`config.mk`:
```
export PLATFORM = sky130hd
export DESIGN_NAME = bumpyTop
export DESIGN_NICKNAME = d
export VERILOG_FILES = /design/src/verilog/bumpyPkg.sv /design/src/verilog/keyDecoder.sv /design/src/verilog/tileMap.sv /design/src/verilog/bumpyFsm.sv /design/src/verilog/bumpyMotion.sv /design/src/verilog/bumpyTop.sv
export SDC_FILE = /design/constraint.sdc
export NUM_CORES = 2
export LEC_CHECK = 0
export BUFFER_PORTS_ARGS = -buffer_cell sky130_fd_sc_hd__buf_2
export CAP_MARGIN = 30
export CORE_MARGIN = 5
export CORE_UTILIZATION = 45
export DETAILED_ROUTE_END_ITERATION = 8
export PLACE_DENSITY_LB_ADDON = 0.1
export SYNTH_ARGS = -nofsm -noshare
export SYNTH_HDL_FRONTEND = slang
export SYNTH_SLANG_ARGS = --single-unit
```
`constraint.sdc`:
```
create_clock -name clk -period 9 [get_ports clk]
set_input_delay 0.9 -clock clk [delete_from_list [all_inputs] [get_ports clk]]
set_output_delay 0.9 -clock clk [all_outputs]
set_load 0.01 [all_outputs]
```
`src/verilog/bumpyPkg.sv`:
```
`default_nettype none

package bumpyPkg;

	localparam int MAP_DIM = 16;             // tiles per side
	localparam int JUMP_HEIGHT = 3;          // tiles risen per jump
	localparam int SYNC_STAGES = 2;
	localparam logic [1:0] START_LIVES = 2'd3;

	typedef enum logic [2:0] {
		FREE  = 3'b000,
		REGU  = 3'b001,
		GATE  = 3'b010,
		DEATH = 3'b011,
		WALL  = 3'b100
	} tileType;

	typedef enum logic [3:0] {
		sReset, sIdle, sLeft, sRight, sDown, sUp, sDie,
		sBounceLeft, sBounceRight, sBounceTop, sDownRight, sDownLeft
	} bumpyState;

	typedef logic [3:0] edgeCode;            // one-hot {left, top, right, bottom}

	localparam edgeCode EDGE_BOTTOM = 4'b0001;
	localparam edgeCode EDGE_RIGHT  = 4'b0010;
	localparam edgeCode EDGE_TOP    = 4'b0100;
	localparam edgeCode EDGE_LEFT   = 4'b1000;
	localparam edgeCode EDGE_ALL    = 4'b1111; // ball taken off the board on restart

	typedef struct packed {
		logic up;
		logic left;
		logic right;
		logic down;
	} keysT;

	typedef struct packed {
		logic [3:0] x;
		logic [3:0] y;
	} tilePos;

	localparam tilePos START_POS = '{x: 4'd7, y: 4'd0};

	typedef struct packed {
		tileType left;
		tileType up;
		tileType right;
		tileType down;
	} neighborsT;

	typedef struct packed {
		logic    landing;
		logic    apex;
		edgeCode hitEdge;
	} collisionT;

endpackage

`default_nettype wire

```
`src/verilog/keyDecoder.sv`:
```
`timescale 1ns/1ps
`default_nettype none

module keyDecoder
	import bumpyPkg::*;
(
	input  logic clk,
	input  logic resetN,
	input  logic upBtn,
	input  logic leftBtn,
	input  logic rightBtn,
	input  logic downBtn,
	output keysT keys
);

	// one row per stage, bits ordered {up, left, right, down}
	logic [SYNC_STAGES-1:0][3:0] syncQ;

	always_ff @(posedge clk or negedge resetN) begin
		if (!resetN) begin
			syncQ <= '1; // released buttons sit high
		end else begin
			syncQ[0] <= {upBtn, leftBtn, rightBtn, downBtn};
			for (int i = 1; i < SYNC_STAGES; i++) begin
				syncQ[i] <= syncQ[i-1];
			end
		end
	end

	assign keys = keysT'(~syncQ[SYNC_STAGES-1]); // active high from here on

endmodule

`default_nettype wire

```
`src/verilog/tileMap.sv`:
```
`timescale 1ns/1ps
`default_nettype none

module tileMap
	import bumpyPkg::*;
(
	input  logic      clk,
	input  logic      resetN,
	input  logic      mapWrEn,
	input  tilePos    mapWrPos,
	input  tileType   mapWrTile,
	input  tilePos    pos,
	output neighborsT neighbors
);

	tileType mapMem [MAP_DIM][MAP_DIM]; // indexed [y][x]

	always_ff @(posedge clk or negedge resetN) begin
		if (!resetN) begin
			for (int y = 0; y < MAP_DIM; y++) begin
				for (int x = 0; x < MAP_DIM; x++) begin
					mapMem[y][x] <= FREE; // empty level
				end
			end
		end else if (mapWrEn) begin
			mapMem[mapWrPos.y][mapWrPos.x] <= mapWrTile;
		end
	end

	// anything outside the grid behaves as a wall
	function automatic tileType tileAt(input int x, input int y);
		tileType t;
		if (x < 0 || x >= MAP_DIM || y < 0 || y >= MAP_DIM) begin
			t = WALL;
		end else begin
			t = mapMem[y][x];
		end
		return t;
	endfunction

	always_comb begin
		neighbors.left  = tileAt(int'(pos.x) - 1, int'(pos.y));
		neighbors.up    = tileAt(int'(pos.x), int'(pos.y) - 1);
		neighbors.right = tileAt(int'(pos.x) + 1, int'(pos.y));
		neighbors.down  = tileAt(int'(pos.x), int'(pos.y) + 1);
	end

endmodule

`default_nettype wire

```
`src/verilog/bumpyFsm.sv`:
```
`timescale 1ns/1ps
`default_nettype none

module bumpyFsm
	import bumpyPkg::*;
(
	input  logic      clk,
	input  logic      resetN,
	input  keysT      keys,
	input  neighborsT neighbors,
	input  collisionT collision,
	output bumpyState state
);

	bumpyState nextState;
	logic      landed;

	assign landed = collision.landing && (collision.hitEdge == EDGE_BOTTOM);

	// key priority is up, then left, then right
	function automatic bumpyState chooseMove(input keysT k, input neighborsT n);
		bumpyState move;
		if (k.up) begin
			if (n.up == WALL || n.up == REGU) begin
				move = sBounceTop; // head against a solid tile
			end else begin
				move = sUp;
			end
		end else if (k.left) begin
			if (n.left == WALL) begin
				move = sBounceLeft;
			end else if (n.left == FREE) begin
				move = sDownLeft;
			end else begin
				move = sLeft;
			end
		end else if (k.right) begin
			if (n.right == WALL) begin
				move = sBounceRight;
			end else if (n.right == FREE) begin
				move = sDownRight;
			end else begin
				move = sRight;
			end
		end else begin
			move = sIdle;
		end
		return move;
	endfunction

	always_ff @(posedge clk or negedge resetN) begin
		if (!resetN) begin
			state <= sReset;
		end else begin
			state <= nextState;
		end
	end

	always_comb begin
		nextState = state; // hold unless something happens
		case (state)
			sReset: begin
				if (|keys) begin
					nextState = sDown; // any key drops the ball in
				end
			end
			sDown: begin
				if (neighbors.down == DEATH) begin
					nextState = sDie;
				end else if (landed) begin
					nextState = chooseMove(keys, neighbors);
				end
			end
			sUp: begin
				if (collision.apex) begin
					nextState = chooseMove(keys, neighbors); // decide only at the top
				end
			end
			sIdle, sLeft, sRight, sBounceLeft, sBounceRight, sBounceTop,
			sDownLeft, sDownRight: begin
				if (landed) begin
					nextState = chooseMove(keys, neighbors);
				end
			end
			sDie: begin
				if (collision.hitEdge == EDGE_ALL) begin
					nextState = sReset; // ball is back at the start
				end
			end
			default: begin
				nextState = sReset;
			end
		endcase
	end

endmodule

`default_nettype wire

```
`src/verilog/bumpyMotion.sv`:
```
`timescale 1ns/1ps
`default_nettype none

module bumpyMotion
	import bumpyPkg::*;
(
	input  logic       clk,
	input  logic       resetN,
	input  logic       frameTick,
	input  bumpyState  state,
	input  neighborsT  neighbors,
	output tilePos     pos,
	output collisionT  collision,
	output logic [1:0] lives,
	output logic       gameOver
);

	logic [$clog2(JUMP_HEIGHT+1)-1:0] riseCnt; // tiles risen in this jump
	logic stepLeft;
	logic stepRight;
	logic stepUp;
	logic stepDown;
	logic falling;
	logic landing;
	logic reachedTop;

	always_comb begin
		falling = state inside {sDown, sBounceLeft, sBounceRight, sBounceTop,
			sDownLeft, sDownRight};
		stepLeft  = (state inside {sLeft, sDownLeft}) && (neighbors.left != WALL);
		stepRight = (state inside {sRight, sDownRight}) && (neighbors.right != WALL);
		stepDown  = falling && (neighbors.down == FREE);
		stepUp    = (state == sUp) && (neighbors.up != WALL) && (neighbors.up != REGU);
		// a resting idle ball keeps reporting ground contact
		landing   = (falling || (state inside {sLeft, sRight, sIdle}))
			&& (neighbors.down != FREE);
		// blocked head ends the jump early
		reachedTop = !stepUp || (riseCnt == JUMP_HEIGHT - 1);
	end

	always_ff @(posedge clk or negedge resetN) begin
		if (!resetN) begin
			pos       <= START_POS;
			collision <= '0;
			lives     <= START_LIVES;
			gameOver  <= 1'b0;
			riseCnt   <= '0;
		end else begin
			collision <= '0; // reports are single-cycle pulses
			if (state != sUp) begin
				riseCnt <= '0;
			end
			if (frameTick && !gameOver) begin
				if (state == sDie) begin
					lives             <= lives - 2'd1;
					gameOver          <= (lives == 2'd1); // last life gone
					pos               <= START_POS;
					collision.hitEdge <= EDGE_ALL;
				end else begin
					if (stepLeft) begin
						pos.x <= pos.x - 4'd1;
					end else if (stepRight) begin
						pos.x <= pos.x + 4'd1;
					end
					if (stepUp) begin
						pos.y <= pos.y - 4'd1;
					end else if (stepDown) begin
						pos.y <= pos.y + 4'd1;
					end
					if (landing) begin
						collision.landing <= 1'b1;
						collision.hitEdge <= EDGE_BOTTOM;
					end
					if (state == sUp) begin
						riseCnt        <= reachedTop ? '0 : riseCnt + 1'b1;
						collision.apex <= reachedTop;
					end
				end
			end
		end
	end

endmodule

`default_nettype wire

```
`src/verilog/bumpyTop.sv`:
```
`timescale 1ns/1ps
`default_nettype none

module bumpyTop
	import bumpyPkg::*;
(
	input  logic       clk,
	input  logic       resetN,
	input  logic       upBtn,
	input  logic       leftBtn,
	input  logic       rightBtn,
	input  logic       downBtn,
	input  logic       frameTick,
	input  logic       mapWrEn,
	input  tilePos     mapWrPos,
	input  tileType    mapWrTile,
	output tilePos     pos,
	output bumpyState  state,
	output logic [1:0] lives,
	output logic       gameOver
);

	keysT      keys;
	neighborsT neighbors; // tiles around the current position
	collisionT collision;

	keyDecoder keyDecoder_inst (
		.clk      (clk),
		.resetN   (resetN),
		.upBtn    (upBtn),
		.leftBtn  (leftBtn),
		.rightBtn (rightBtn),
		.downBtn  (downBtn),
		.keys     (keys)
	);

	tileMap tileMap_inst (
		.clk       (clk),
		.resetN    (resetN),
		.mapWrEn   (mapWrEn),
		.mapWrPos  (mapWrPos),
		.mapWrTile (mapWrTile),
		.pos       (pos),
		.neighbors (neighbors)
	);

	bumpyFsm bumpyFsm_inst (
		.clk       (clk),
		.resetN    (resetN),
		.keys      (keys),
		.neighbors (neighbors),
		.collision (collision),
		.state     (state)
	);

	bumpyMotion bumpyMotion_inst (
		.clk       (clk),
		.resetN    (resetN),
		.frameTick (frameTick),
		.state     (state),
		.neighbors (neighbors),
		.pos       (pos),
		.collision (collision),
		.lives     (lives),
		.gameOver  (gameOver)
	);

endmodule

`default_nettype wire

```
==> qor.txt <==
Status: complete, but fails checks
Failing checks: DRC
CP Capture Type: flop
Drc violations: 2
Worst-path clk slew: 0.06 ns
Hpwl dp: 153 mm
Die W: 348 µm
Antenna-violating nets left: 0
Area Growth Syn to Fin: 9.16%
First-pass GRT wire length: 317 mm
EDFF count, synth: 0
Mux contribution to synthesized area: 38.0%
Number of hold buffers added after CTS: 0
Io pins: 34
Ys Warns: 0
Row cnt: 124
Drt total wl: 224 mm
Ys flop type: dfrtp_1
Setup Buffers After CTS: 0
Total congestion overflow: 0
Die span in y: 348 µm
Asr flop ratio synth: 100%
Slew headroom: 20.5%
Clock power share: 22.9%
DIE AREA: 121000 µm²
Max VDD drop: 0.000282 V
Max-slew violations: 0
Switching share of power: 47.5%
H-tree depth: 3
Clock latency on the worst-skew pair: 0.70 ns
Clock Path Buffers: 3
Seq cells post-synth: 797
Vias: 42163
Gate power share: 53.1%
Drt pass-1 iters: 9
Worst EP arrival: 7.63 ns
Cts repair resizes: 0
Sw Pwr: 8.43 mW
Compound-Gate Fraction of Synth Area: 7.32%
Post-synthesis average cell area: 11.6 µm²
Routed WL per cell: 37.8 µm
Leak: 24.1 nW
CP startpoint kind: flop
Core area: 114000 µm²
Least-Margin Pin Slew: 1.19 ns
Sequential power share: 24.0%
Seq/Total Area, Yosys: 38.8%
HP Class: input pin to asynchronous set/reset pin
Largest family of logic cells by synthesized area: multiplexers
Mapped Area: 51500 µm²
Fmax: 142 MHz
Synth Instances: 4438
Layout cell share with drive strength beyond 1: 35.5%
Crit path kind: flop to flop
CP max FO: 120
Fin crit period: 7.05 ns
Nets: 4348
Worst Path Required: 9.58 ns
Crit share post-route: 78.3%
Initial detailed-routing violation count: 5854
RSZ-0062 raised after global routing: false
Largest net degree at the start of global routing: 165
Util after Layout: 49.3%
Pwr/cell area: 316 nW/µm²
CTS tree: built
CTS buffer count: 94
CTS sink count: 797
Skew final: 0.0312 ns
GR Util All Layers: 36.2%
Vias in the first global route: 40474
Setup TNS: 0 ns
Post-synthesis xor/xnor area fraction: 0.415%
Starting Density: 45.2%
Synth Area in Simple Gates: 11.0%
Max-cap check violation count: 0
Clock root buffer: clkbuf_16
Synth unique cells: 97
GP Congestion: 1.04
Setup Viol. Count Final: 0
Hold Vio Cnt, Final: 0
Synth Area in Adders: 0.321%
Antenna violations before repair: 6
I/O Buffers: 33
Post-Layout Cell Count: 5912
Syn nets: 4469
Via/cell ratio: 7.13
P_int: 9.33 mW
Inst Count DP: 5728
## layout make-up
| cell class | count | area, µm² |
|---|---|---|
| Antenna cell | 6 | 15.0 |
| Clock buffer | 133 | 2750 |
| Clock inverter | 40 | 492 |
| Fill cell | 10317 | 57800 |
| Inverter | 26 | 97.6 |
| Multi-Input combinational cell | 3234 | 29600 |
| Sequential cell | 797 | 20000 |
| Tap cell | 1512 | 1890 |
| Timing Repair Buffer | 164 | 1430 |
## cells in the mapped netlist (all sizes together) (19+ instances only)
master | number | share of area [%]
o21ai | 67 | 0.65
clkbuf | 191 | 1.4
mux2i | 209 | 4.1
nand3 | 133 | 1.3
o211ai | 22 | 0.32
inv | 24 | 0.17
buf | 190 | 2.6
nand2 | 522 | 3.8
nor3 | 101 | 0.98
nor2b | 22 | 0.27
o22ai | 29 | 0.35
and3 | 25 | 0.30
nor4 | 27 | 0.34
nand2b | 19 | 0.23
a22oi | 42 | 0.62
a31oi | 40 | 0.49
nor2 | 341 | 2.5
a211oi | 51 | 0.75
mux2 | 794 | 17
dfrtp | 784 | 38
mux4 | 377 | 17
nand4 | 40 | 0.49
a21oi | 96 | 0.95
## sequential cells by signal, summed over array words and instances, names as in the netlist
| register | flops |
|---|---|
| tileMap_inst.mapMem | 768 |
| bumpyMotion_inst.pos | 8 |
| keyDecoder_inst.syncQ | 8 |
| bumpyFsm_inst.state | 4 |
| bumpyMotion_inst.collision | 4 |
| bumpyMotion_inst.lives | 2 |
| bumpyMotion_inst.riseCnt | 2 |
| bumpyMotion_inst.gameOver | 1 |
## worst paths after layout
| check | from | end | slack [ns] | cells past startpoint |
|---|---|---|---|---|
| worst max-delay path | bumpyMotion_inst.pos[0] | bumpyMotion_inst.pos[2] | 1.95 | 15 |
| worst min-delay path | resetN | tileMap_inst.mapMem[385] | 0.22 | 1 |
| worst max register to register | bumpyMotion_inst.pos[0] | bumpyMotion_inst.pos[2] | 1.95 | 15 |
| worst min register to register | keyDecoder_inst.syncQ[1] | keyDecoder_inst.syncQ[5] | 0.36 | 0 |
| max in group asynchronous | resetN | tileMap_inst.mapMem[614] | 6.92 | 3 |
| min in group clk | rightBtn | keyDecoder_inst.syncQ[1] | 0.30 | 1 |
## worst max-delay path, stage by stage (launching register included)
cell       delay [ns]
dfrtp_4          0.88
buf_12           0.57
and3_1           0.87
xnor2_4          0.21
buf_4            0.42
buf_4            0.56
mux2i_1          0.55
o21ai_0          0.31
a2111oi_0        0.44
o2111ai_1        0.34
o311ai_2         0.21
o211ai_1         0.36
a211oi_2         0.29
nor2_1           0.15
a21oi_4          0.25
mux2i_1          0.34
## cell families after synthesis
| family | after synthesis |
|---|---|
| AO/OA/AOI/OAI | 531 |
| multiplexers | 1380 |
| buffers and inverters | 407 |
| XOR/XNOR | 21 |
| AND/OR/NAND/NOR | 1290 |
| adder cells (fa/ha/maj) | 12 |
| flip-flops | 797 |
## power by group through the flow
stage,clock (mW),combinational [mW],sequential (mW)
detailed placement,0,9.02,4.30
finish,4.07,9.42,4.26
global placement,0,8.99,4.29
global route,4.25,9.58,4.28
floorplan,0,6.13,4.01
CTS,4.12,9.04,4.24
## stage by stage
stage | hold slack (ns) | worst slack (ns) | cell area (µm²) | power, mW
detailed placement | 0.348 | 2.22 | 52900 | 13.3
floorplan | 0.345 | 3.25 | 51500 | 10.1
finish | 0.223 | 1.95 | 56200 | 17.8
CTS | 0.256 | 2.17 | 56100 | 17.4
global route | 0.282 | 1.81 | 56200 | 18.1
global placement | 0.349 | 2.27 | 52800 | 13.3
## routing by layer
metal / global-route usage [%] / vias up / routed length, µm
li1: - / 16639 / -
met1: 48.7 / 21837 / 86700
met2: 51.5 / 2962 / 93900
met3: 12.2 / 719 / 27400
met4: 19.9 / 6 / 15600
met5: 0 / - / 39
## placed cells by master, fill, tap and decap left out, types with 41 or more instances in the layout
cell type	instances
mux2_2	794
dfrtp_1	780
nand2_1	511
mux4_2	368
nor2_1	333
mux2i_1	209
nand3_1	132
buf_4	105
nor3_1	99
a21oi_1	95
clkbuf_16	95
o21ai_0	64
a211oi_1	50
a22oi_1	41
(Power assumes the default switching activity.)
